File: config.mk
export PLATFORM = sky130hd
export DESIGN_NAME = spiBlock
export DESIGN_NICKNAME = d
export VERILOG_FILES = /design/src/rtl/spiPkg.sv /design/src/rtl/spiBlock.sv /design/src/rtl/spiClockGen.sv /design/src/rtl/spiCsr.sv /design/src/rtl/spiUnit.sv
export VERILOG_INCLUDE_DIRS = /design/src /design/src/rtl
export SDC_FILE = /design/constraint.sdc
export NUM_CORES = 1
export LEC_CHECK = 0
export ABC_AREA = 0
export BUFFER_PORTS_ARGS = -buffer_cell sky130_fd_sc_hd__buf_4
export CELL_PAD_IN_SITES_DETAIL_PLACEMENT = 1
export CELL_PAD_IN_SITES_GLOBAL_PLACEMENT = 1
export CORE_ASPECT_RATIO = 1.5
export CORE_MARGIN = 4
export CORE_UTILIZATION = 30
export DETAILED_ROUTE_END_ITERATION = 8
export PLACE_DENSITY_LB_ADDON = 0.2
export SYNTH_ARGS = -nofsm -noshare
export SYNTH_HDL_FRONTEND = slang
export SYNTH_SLANG_ARGS = --single-unit
File: constraint.sdc
create_clock -name iSysClk -period 6.1 [get_ports iSysClk]
set_input_delay 0.61 -clock iSysClk [delete_from_list [all_inputs] [get_ports iSysClk]]
set_output_delay 0.61 -clock iSysClk [all_outputs]
set_load 0.05 [all_outputs]
File: src/rtl/spiBlock_settings.svh
`ifndef SPI_BLOCK_SETTINGS_SVH
`define SPI_BLOCK_SETTINGS_SVH

// USI bus geometry
`define SPI_BUS_ADRS_BIT    16      // Bus address width
`define SPI_BLOCK_ADRS_MAP  8       // Block select field at top of address
`define SPI_BLOCK_ID        8'h03   // Our block select value

// Register widths
`define SPI_DIV_BIT         16      // SCK divider
`define SPI_LEN_BIT         12      // Byte count

// Register offsets in the low address field
`define SPI_REG_CTRL        0
`define SPI_REG_DIV         1
`define SPI_REG_ADRS        2
`define SPI_REG_LEN         3
`define SPI_REG_DEST        4

`define SPI_READ_CMD        8'h03   // Flash read opcode

`endif

File: src/rtl/spiPkg.sv
`include "spiBlock_settings.svh"

package spiPkg;

	// USI bus master to this slave
	typedef struct packed
	{
		logic [31:0]                  wd;     // Write data
		logic [`SPI_BUS_ADRS_BIT-1:0] adrs;
		logic                         wCke;   // Write strobe
	} usiSlaveWr;

	// Slave readback
	typedef struct packed
	{
		logic [31:0] rd;
		logic        vd;                      // Readback valid
	} usiSlaveRd;

	// Master write issued by the sequencer
	typedef struct packed
	{
		logic [31:0]                  wd;
		logic [`SPI_BUS_ADRS_BIT-1:0] adrs;
		logic                         wEd;    // One cycle per word
	} usiMasterWr;

	// Transfer settings from the register file
	typedef struct packed
	{
		logic [`SPI_DIV_BIT-1:0]      div;
		logic [23:0]                  deviceAdrs;   // Flash byte address
		logic [`SPI_LEN_BIT-1:0]      negLength;    // Bytes to read
		logic [`SPI_BUS_ADRS_BIT-1:0] destAdrs;     // First bus write address
	} spiCfg;

	// Serial pins toward the flash
	typedef struct packed
	{
		logic sck;
		logic mosi;
		logic cs;     // Active low
	} spiPins;

endpackage

File: src/rtl/spiBlock.sv
`timescale 1ns/1ps
`include "spiBlock_settings.svh"

module spiBlock
(
	input  logic               iSysClk,
	input  logic               arstN,
	input  spiPkg::usiSlaveWr  slaveWr,     // Register access
	output spiPkg::usiSlaveRd  slaveRd,
	output spiPkg::usiMasterWr masterWr,    // Read data to the bus
	output logic               monopoly,
	output spiPkg::spiPins     pins,
	input  logic               miso
);

//----------------------------------------------------------------------
// Internal links
//----------------------------------------------------------------------
spiPkg::spiCfg cfg;
logic          start;
logic          finish;
logic          run;
logic          sck;
logic          riseTick;
logic          fallTick;

// Register file
spiCsr uCsr
(
	.iSysClk (iSysClk),
	.arstN   (arstN),
	.slaveWr (slaveWr),
	.slaveRd (slaveRd),
	.cfg     (cfg),
	.start   (start),
	.finish  (finish)
);

// SCK divider
spiClockGen uClockGen
(
	.iSysClk  (iSysClk),
	.arstN    (arstN),
	.run      (run),
	.div      (cfg.div),
	.sck      (sck),
	.riseTick (riseTick),
	.fallTick (fallTick)
);

// Sequencer and bus master
spiUnit uUnit
(
	.iSysClk  (iSysClk),
	.arstN    (arstN),
	.cfg      (cfg),
	.start    (start),
	.finish   (finish),
	.run      (run),
	.sck      (sck),
	.riseTick (riseTick),
	.fallTick (fallTick),
	.pins     (pins),
	.miso     (miso),
	.masterWr (masterWr),
	.monopoly (monopoly)
);

endmodule

File: src/rtl/spiClockGen.sv
`timescale 1ns/1ps
`include "spiBlock_settings.svh"

module spiClockGen
(
	input  logic                    iSysClk,
	input  logic                    arstN,
	input  logic                    run,        // Low holds SCK idle
	input  logic [`SPI_DIV_BIT-1:0] div,        // Half period minus one
	output logic                    sck,
	output logic                    riseTick,   // SCK goes high at next edge
	output logic                    fallTick    // SCK goes low at next edge
);

logic [`SPI_DIV_BIT-1:0] cnt;      // Down counter
logic                    sckReg;
logic                    expire;

assign expire   = run && (cnt == '0);
assign riseTick = expire && !sckReg;
assign fallTick = expire && sckReg;
assign sck      = sckReg;

always_ff @(posedge iSysClk or negedge arstN)
begin
	if (!arstN)
	begin
		cnt    <= '0;
		sckReg <= 1'b0;
	end
	else if (!run)
	begin
		cnt    <= div;      // Preload so first edge is div+1 clocks out
		sckReg <= 1'b0;
	end
	else if (expire)
	begin
		cnt    <= div;
		sckReg <= !sckReg;
	end
	else
	begin
		cnt <= cnt - `SPI_DIV_BIT'(1);
	end
end

endmodule

File: src/rtl/spiCsr.sv
`timescale 1ns/1ps
`include "spiBlock_settings.svh"

module spiCsr
(
	input  logic              iSysClk,
	input  logic              arstN,
	input  spiPkg::usiSlaveWr slaveWr,
	output spiPkg::usiSlaveRd slaveRd,
	output spiPkg::spiCfg     cfg,
	output logic              start,     // One cycle kick to the unit
	input  logic              finish     // One cycle from the unit
);

localparam int REG_SEL_BIT = `SPI_BUS_ADRS_BIT - `SPI_BLOCK_ADRS_MAP;

//----------------------------------------------------------------------
// Address decode
//----------------------------------------------------------------------
logic                   blockHit;
logic [REG_SEL_BIT-1:0] regSel;
logic                   wrEn;
logic                   rdEn;
logic                   busy;
logic                   done;
logic [31:0]            rdData;

assign blockHit = (slaveWr.adrs[`SPI_BUS_ADRS_BIT-1 -: `SPI_BLOCK_ADRS_MAP] == `SPI_BLOCK_ID);
assign regSel   = slaveWr.adrs[REG_SEL_BIT-1:0];   // Register offset
assign wrEn     = blockHit && slaveWr.wCke;
assign rdEn     = blockHit && !slaveWr.wCke;      // Any matching non-write is a read

//----------------------------------------------------------------------
// Register file
//----------------------------------------------------------------------
always_ff @(posedge iSysClk or negedge arstN)
begin
	if (!arstN)
	begin
		cfg   <= '0;
		busy  <= 1'b0;
		done  <= 1'b0;
		start <= 1'b0;
	end
	else
	begin
		start <= 1'b0;                      // Pulse only
		if (finish)
		begin
			busy <= 1'b0;
			done <= 1'b1;
		end
		if (wrEn)
		begin
			case (regSel)
				`SPI_REG_CTRL:
				begin
					done <= 1'b0;                   // Any CTRL write clears done
					if (slaveWr.wd[0] && !busy)     // Start while busy is dropped
					begin
						start <= 1'b1;
						busy  <= 1'b1;
					end
				end
				`SPI_REG_DIV:  cfg.div        <= slaveWr.wd[`SPI_DIV_BIT-1:0];
				`SPI_REG_ADRS: cfg.deviceAdrs <= slaveWr.wd[23:0];
				`SPI_REG_LEN:  cfg.negLength  <= slaveWr.wd[`SPI_LEN_BIT-1:0];
				`SPI_REG_DEST: cfg.destAdrs   <= slaveWr.wd[`SPI_BUS_ADRS_BIT-1:0];
				default: ;                          // Unmapped offset
			endcase
		end
	end
end

// Readback mux
always_comb
begin
	case (regSel)
		`SPI_REG_CTRL: rdData = {30'd0, done, busy};
		`SPI_REG_DIV:  rdData = 32'(cfg.div);
		`SPI_REG_ADRS: rdData = 32'(cfg.deviceAdrs);
		`SPI_REG_LEN:  rdData = 32'(cfg.negLength);
		`SPI_REG_DEST: rdData = 32'(cfg.destAdrs);
		default:       rdData = 32'd0;
	endcase
end

// Registered response, zero when not addressed
always_ff @(posedge iSysClk or negedge arstN)
begin
	if (!arstN)
	begin
		slaveRd <= '0;
	end
	else
	begin
		slaveRd.vd <= rdEn;
		slaveRd.rd <= rdEn ? rdData : 32'd0;
	end
end

endmodule

File: src/rtl/spiUnit.sv
`timescale 1ns/1ps
`include "spiBlock_settings.svh"

module spiUnit
(
	input  logic               iSysClk,
	input  logic               arstN,
	input  spiPkg::spiCfg      cfg,
	input  logic               start,
	output logic               finish,
	output logic               run,        // Enables the SCK generator
	input  logic               sck,
	input  logic               riseTick,
	input  logic               fallTick,
	output spiPkg::spiPins     pins,
	input  logic               miso,
	output spiPkg::usiMasterWr masterWr,
	output logic               monopoly    // Bus ownership
);

typedef enum logic [1:0] {stIdle, stCmd, stData, stEnd} stateT;

stateT                        state;
logic [31:0]                  shiftReg;   // Opcode and address out
logic [4:0]                   bitCnt;
logic [6:0]                   byteShift;  // Partial incoming byte
logic [`SPI_LEN_BIT-1:0]      byteCnt;
logic [`SPI_LEN_BIT-1:0]      lenReg;     // Length latched at start
logic [31:0]                  wordAcc;
logic [31:0]                  packWord;
logic [31:0]                  wrData;
logic [`SPI_BUS_ADRS_BIT-1:0] wrAdrs;
logic                         wrEd;
logic                         lastByte;

assign lastByte = ((byteCnt + `SPI_LEN_BIT'(1)) == lenReg);

// Little endian packing, first byte of a word clears the rest
always_comb
begin
	packWord = (byteCnt[1:0] == 2'd0) ? 32'd0 : wordAcc;
	packWord[{byteCnt[1:0], 3'b000} +: 8] = {byteShift, miso};
end

//----------------------------------------------------------------------
// Transfer sequencer
//----------------------------------------------------------------------
always_ff @(posedge iSysClk or negedge arstN)
begin
	if (!arstN)
	begin
		state     <= stIdle;
		shiftReg  <= '0;
		bitCnt    <= '0;
		byteShift <= '0;
		byteCnt   <= '0;
		lenReg    <= '0;
		wordAcc   <= '0;
		wrData    <= '0;
		wrAdrs    <= '0;
		wrEd      <= 1'b0;
	end
	else
	begin
		wrEd <= 1'b0;
		if (wrEd)
			wrAdrs <= wrAdrs + `SPI_BUS_ADRS_BIT'(4);   // Next word slot
		case (state)
			stIdle:
			begin
				if (start)
				begin
					state    <= stCmd;
					shiftReg <= {`SPI_READ_CMD, cfg.deviceAdrs};  // MSB out first
					bitCnt   <= '0;
					byteCnt  <= '0;
					lenReg   <= cfg.negLength;
					wrAdrs   <= cfg.destAdrs;
				end
			end
			stCmd:
			begin
				if (fallTick)                                 // Flash sampled on rise
				begin
					shiftReg <= {shiftReg[30:0], 1'b0};       // Empties to zero
					bitCnt   <= bitCnt + 5'd1;
					if (bitCnt == 5'd31)                      // 32nd fall
						state <= (lenReg == '0) ? stEnd : stData;
				end
			end
			stData:
			begin
				if (riseTick)
				begin
					byteShift <= {byteShift[5:0], miso};
					bitCnt    <= bitCnt + 5'd1;
					if (bitCnt[2:0] == 3'd7)                  // Byte complete
					begin
						byteCnt <= byteCnt + `SPI_LEN_BIT'(1);
						wordAcc <= packWord;
						if ((byteCnt[1:0] == 2'd3) || lastByte)
						begin
							wrEd   <= 1'b1;
							wrData <= packWord;
						end
						if (lastByte)
							state <= stEnd;
					end
				end
			end
			default:
				state <= stIdle;                              // stEnd lasts one cycle
		endcase
	end
end

assign run      = (state == stCmd) || (state == stData);
assign finish   = (state == stEnd);
assign monopoly = start || (state != stIdle);

assign pins.sck  = sck;
assign pins.mosi = shiftReg[31];
assign pins.cs   = (state == stIdle);   // Low for whole transfer

assign masterWr.wd   = wrData;
assign masterWr.adrs = wrAdrs;
assign masterWr.wEd  = wrEd;

endmodule

== After elaboration in Yosys (flattened, before gate mapping) ==
Cells that the tools add are included.

* Register bits: 272
* Bits of input ports: 52
* Logic and storage cells: 124

* Shift operators: 2
* Equality and inequality tests: 19
* Add/sub/neg operators: 5
* Muxes and demuxes: 44
* Reduce and logical (&&, ||, !) cells: 33

{| class="wikitable"
|+ Operator list
! kind !! number
|-
| 24-bit one-hot mux with 5 select lines || 1
|-
| 32-bit two-way mux || 3
|-
| 16-bit two-way mux || 5
|-
| 32-bit one-hot mux with 2 select lines || 1
|-
| 12-bit two-way mux || 3
|-
| 32-bit bitwise mux || 1
|-
| 8-bit by 7-bit variable shift with 32-bit output, first input constant || 1
|-
| 8-bit by 7-bit indexed part select with 32-bit output || 1
|-
| 8-bit by 2-bit equality test with 1-bit output, second input constant || 3
|-
| 24-bit two-way mux || 1
|-
| 12-bit one-hot mux with 2 select lines || 1
|-
| 1-bit two-way mux || 17
|-
| 16-bit by 3-bit adder with 16-bit output, second input constant || 1
|-
| 16-bit logical NOT || 1
|-
| 16-bit by 1-bit subtractor with 16-bit output, second input constant || 1
|-
| 5-bit two-way mux || 3
|-
| 5-bit one-hot mux with 3 select lines || 1
|-
| 12-bit by 1-bit adder with 12-bit output, second input constant || 1
|-
| 12-bit equality test || 1
|-
| 12-bit logical NOT || 1
|-
| 2-bit two-way mux || 6
|-
| 2-bit AND reduction || 6
|-
| 4-bit AND reduction || 3
|-
| 8-bit by 1-bit equality test with 1-bit output, second input constant || 1
|-
| 19 further kinds || 39
|}

== Depth between registers and ports, before layout ==
* Word-level depth: 7
* Gate-level depth with buffers: 10
* Gate-level depth less buffers: 8

== By module ==
Synthesis repeated with hierarchy kept, for this count alone.

* Cell total of the unflattened synthesis: 1106
* Area, all modules: 12632.1 um2

{| class="wikitable"
|+ Modules (own cells, without submodules)
! module !! cells an instance !! instances !! area an instance (um2)
|-
| spiUnit || 723 || 1 || 7485.9
|-
| spiCsr || 299 || 1 || 4132.7
|-
| spiClockGen || 84 || 1 || 1013.5
|}

== Worst setup path before layout ==
No wires, ideal clock.

* Path type: register to register
* From: reg uUnit.state[0]
* To: reg uUnit.bitCnt[3]
* Path slack: 3199 ps
* Setup time: 121 ps
* Clock period less this slack: 2901 ps
* Cell stages (with the launch flop): 10
* Buffers on the path: 1
* Arrival: 2780 ps
* Required time: 5979 ps
* Cell sequence: dfrtp_1 inv_1 ha_1 nor2b_1 clkinv_1 o311ai_0 o32a_1 clkbuf_1 o21ai_0 a22o_1

{| class="wikitable"
|+ RTL lines
! what !! RTL line !! source
|-
| start: declaration || spiUnit.sv:23 || <nowiki>stateT state;</nowiki>
|-
| start signal: assignment || spiUnit.sv:52 || <nowiki>state <= stIdle;</nowiki>
|-
| start signal: assignment || spiUnit.sv:73 || <nowiki>state <= stCmd;</nowiki>
|-
| start signal: assignment || spiUnit.sv:88 || <nowiki>state <= (lenReg == '0) ? stEnd : stData;</nowiki>
|-
| end signal: assignment || spiUnit.sv:86 || <nowiki>bitCnt <= bitCnt + 5'd1;</nowiki>
|-
| end signal: assignment || spiUnit.sv:96 || <nowiki>bitCnt <= bitCnt + 5'd1;</nowiki>
|-
| end: declaration || spiUnit.sv:25 || <nowiki>logic [4:0] bitCnt;</nowiki>
|}

== Final worst setup path ==
* From: reg uUnit.byteCnt[0]
* To: reg uUnit.wrData[0]

* Word-level cells in the longest chain between the ends: 4
* Elaborated cells between the ends (all ways): 11

{| class="wikitable"
|+ RTL lines
! what !! RTL line !! source
|-
| start: declaration || spiUnit.sv:27 || <nowiki>logic [`SPI_LEN_BIT-1:0] byteCnt;</nowiki>
|-
| start signal: assignment || spiUnit.sv:99 || <nowiki>byteCnt <= byteCnt + `SPI_LEN_BIT'(1);</nowiki>
|-
| 12-bit by 1-bit adder with 12-bit output || spiUnit.sv:36 || <nowiki>assign lastByte = ((byteCnt + `SPI_LEN_BIT'(1)) == lenReg);</nowiki>
|-
| 12-bit equality test || spiUnit.sv:36 ||
|-
| 1-bit logical OR || spiUnit.sv:101 || <nowiki>if ((byteCnt[1:0] == 2'd3) || lastByte)</nowiki>
|-
| 4-bit AND reduction (no source line) || n/a ||
|-
| end signal: assignment || spiUnit.sv:104 || <nowiki>wrData <= packWord;</nowiki>
|-
| end: declaration || spiUnit.sv:31 || <nowiki>logic [31:0] wrData;</nowiki>
|}

Several ways; a longest one is shown, not always the timed one.
A chain may end at the register's enable or synchronous reset.

==> impl_metrics.tcl <==
set metrics [dict create \
    outcome "finished, final reports clean" \
    synth_flop_cell "dfrtp_1" \
    max_stage_delay_ps 660 \
    endpoint "uUnit.wrData[0]$_DFFE_PN0P_" \
    die_w_um 173 \
    synth_seq_cells 264 \
    path_clk_slew_ps 60 \
    synthCells 1031 \
    leakagePower_nw 6.84 \
    finalCritPeriodShare_pct 55.4 \
    grtUsageMet1_pct 17.7 \
    setup_viol 0 \
    worstRegToRegCells 7 \
    cp-startpoint "uUnit.byteCnt[0]$_DFFE_PN0P_" \
    dieHeight_um 256 \
    syn_area_per_cell_um2 11.9 \
    grt_use_total_pct 14.8 \
    wl_um 33000 \
    port_buffers 121 \
    use_met2_pct 27.4 \
    dr.pass1.iters 4 \
    crit_slowest_cell "a32o_4" \
    r2r_end "uUnit.wrData[0]$_DFFE_PN0P_" \
    power_frac_seq_pct 41.6 \
    viasPerCell 5.09 \
    area_delta_synth_final_pct 18.1 \
    use_met3_pct 2.30 \
    synth_edf_count 0 \
    syn-cell-area_um2 12300 \
    drv_slew 0 \
    post-cts-setup-buffers 0 \
    arrival_ps 3810 \
    hold_class "in2async" \
    num-fill-cells 4348 \
    overflow 0 \
    power.net_switching_mw 1.51 \
    pin_count 138 \
    dr_total_vias 8381 \
    netlist_top_cells_area "dfrtp_1, mux2_2, a22o_1, mux2_4, a21oi_1" \
    path_cells "ha_1, and3_1, and3_4, o21a_1, o21ba_1, a32o_4, mux2_2" \
    dieArea_um2 44400 \
    finalCriticalPeriod_ps 3380 \
    p_per_area_nw_per_um2 335 \
    drc 0 \
    r2r_slack_ps 2720 \
    critical_path.top_delay_family "compound AO/OA/AOI/OAI gates" \
    antennaDiodeCount 0 \
    required_ps 6540 \
    rsz0062_at_grt "no" \
    fin_ws_ps 2720 \
    grt_pass1_vias 9123 \
    final_nets 1192 \
    cts_hold_buf 0 \
    worst_setup_path_start_kind "flip-flop" \
    wl_per_cell_um 20.0 \
    regArea_um2 6610 \
    cap_viol_max_count 0 \
    grt_max_degree 97 \
    cts_root_buf "clkbuf_16" \
    synth.top_cell.area_share_pct 53.7 \
    fmax_ghz 0.296 \
    dp_cells 1599 \
    slew_headroom_pct 27.8 \
    switching_share_pct 31.0 \
    worstSetupPathType "reg2reg" \
    skew_ps 9.72 \
    clock_latency_ps 550 \
    cts_buffers 28 \
    finalHoldViolCount 0 \
    multi_input_area_um2 5240 \
    cts_buffer_depth 3 \
    synth_common_cells "dfrtp_1, mux2_2, nor2_1" \
    num_rows 90 \
    p_int_mw 3.37 \
    cp_num_buf_inv 0 \
    yosysSeqAreaShare_pct 53.7 \
    final_util_pct 36.0 \
    dp.final_hpwl_um 22600 \
    drt-initial-drc-count 359 \
    worstReg2RegStart "uUnit.byteCnt[0]$_DFFE_PN0P_" \
    ir_drop_v 0.000235 \
    yosysMostFrequentCell "dfrtp_1" \
    tns_ps 0 \
    cts_resized 0 \
    end_kind "flip-flop" \
    drive_gt1_share_pct 27.5 \
    ant_nets 0 \
    p_clk_share_pct 37.7 \
    synth-warning-count 0 \
    tightestPinTransition_ps 1080 \
    ys_types 70 \
    worst-path-stages 7 \
    core_area_um2 40400 \
    path_max_fanout 32 \
    async_flop_share_pct 100 \
    antenna_found_initial 0 \
    place_ws_ps 2400 \
    htreeDepth 1 \
    start_util_pct 30.5 \
    cts_tree "yes" \
    grt_pass1_wl_um 53500 \
    yosys.area.top_type "dfrtp_1" \
    grt_busiest_layer "met2" \
    finalNonFillerCells 1646 \
    place.gp.congestion 0.760 \
    combinationalPowerShare_pct 20.8 \
    cts.sinks 264 \
]
[cell families (layout without fill, tap and decap cells)]
group	count (synthesis)	after routing	synth area share (%)
other cells	1	8	0.0305
flops	264	264	53.7
fa+ha+maj	17	17	1.73
buf+inv	97	199	4.19
simple gates	232	232	10.0
compound gates	229	229	13.0
mux	150	150	14.4
xor+xnor	41	41	3.04
[cell type report]
| type | count | share of cell area [%] |
|---|---|---|
| Clock inverter | 7 | 0.963 |
| Clock buffer | 40 | 5.82 |
| Timing Repair Buffer | 131 | 6.90 |
| Sequential cell | 264 | 45.4 |
| Tap cell | 506 | 4.35 |
| Multi-Input combinational cell | 677 | 36.0 |
| Inverter | 21 | 0.542 |
[state kept, by name, summed over array words and instances (netlist names)]
| signal | flops |
|---|---|
| uCsr.cfg | 68 |
| uUnit.shiftReg | 32 |
| uUnit.wordAcc | 32 |
| uUnit.wrData | 32 |
| uCsr.slaveRd | 25 |
| uClockGen.cnt | 16 |
| uUnit.wrAdrs | 16 |
| uUnit.byteCnt | 12 |
| uUnit.lenReg | 12 |
| uUnit.byteShift | 7 |
| uUnit.bitCnt | 5 |
| uUnit.state | 2 |
| uClockGen.sck | 1 |
| uCsr.busy | 1 |
| uCsr.done | 1 |
| uCsr.start | 1 |
| uUnit.wrEd | 1 |
[worst min path at each step]
stage / to / slack, ps / cells past startpoint / startpoint
floorplan: uClockGen.cnt[0]$_DFF_PN0_ / 310 / 0 / arstN
global placement: uUnit.bitCnt[4]$_DFFE_PN0P_ / 470 / 2 / uUnit.bitCnt[4]$_DFFE_PN0P_
detailed placement: uUnit.wordAcc[16]$_DFFE_PN0P_ / 490 / 1 / uUnit.wordAcc[16]$_DFFE_PN0P_
CTS: uUnit.wordAcc[10]$_DFFE_PN0P_ / 120 / 1 / arstN
global route: uUnit.wordAcc[10]$_DFFE_PN0P_ / 150 / 1 / arstN
finish: uUnit.wordAcc[10]$_DFFE_PN0P_ / 110 / 1 / arstN
[metrics by stage]
step	total power [mW]	cell area, um^2	hold slack [ps]
2_1_floorplan	2.77	12300	314
3_3_place_gp	3.06	13600	469
3_5_place_dp	3.10	13600	492
4_1_cts	4.98	14500	118
5_1_grt	5.17	14500	148
6_report	4.88	14500	105
[routing by layer]
layer  share of wire (%)  routed length (um)  up-vias
met4                 2.4                 807        0
li1                    -                   -     3888
met1                  41               13400     4294
met2                  53               17500      155
met5                   0                   0        -
met3                 4.0                1320       44
[placed cells by master (no fill, tap or decap), types with 22 or more instances in the layout]
master	instances
mux2_4	30
nor2_1	65
clkbuf_16	29
dfrtp_1	264
a22o_1	65
a21oi_1	53
xnor2_1	22
mux2_2	94
nand2_1	44
mux2i_1	26
buf_4	129
nand3_1	23
o21ai_0	34
[power groups by stage]
| stage | Combinational, mW | Clock, mW | Sequential (mW) |
|---|---|---|---|
| finish | 1.01 | 1.84 | 2.03 |
| global route | 1.14 | 1.98 | 2.05 |
| CTS | 1.04 | 1.91 | 2.03 |
| detailed placement | 1.03 | 0 | 2.06 |
| global placement | 1.01 | 0 | 2.05 |
| floorplan | 0.767 | 0 | 2.00 |
Power figures use the tool's default switching activity.
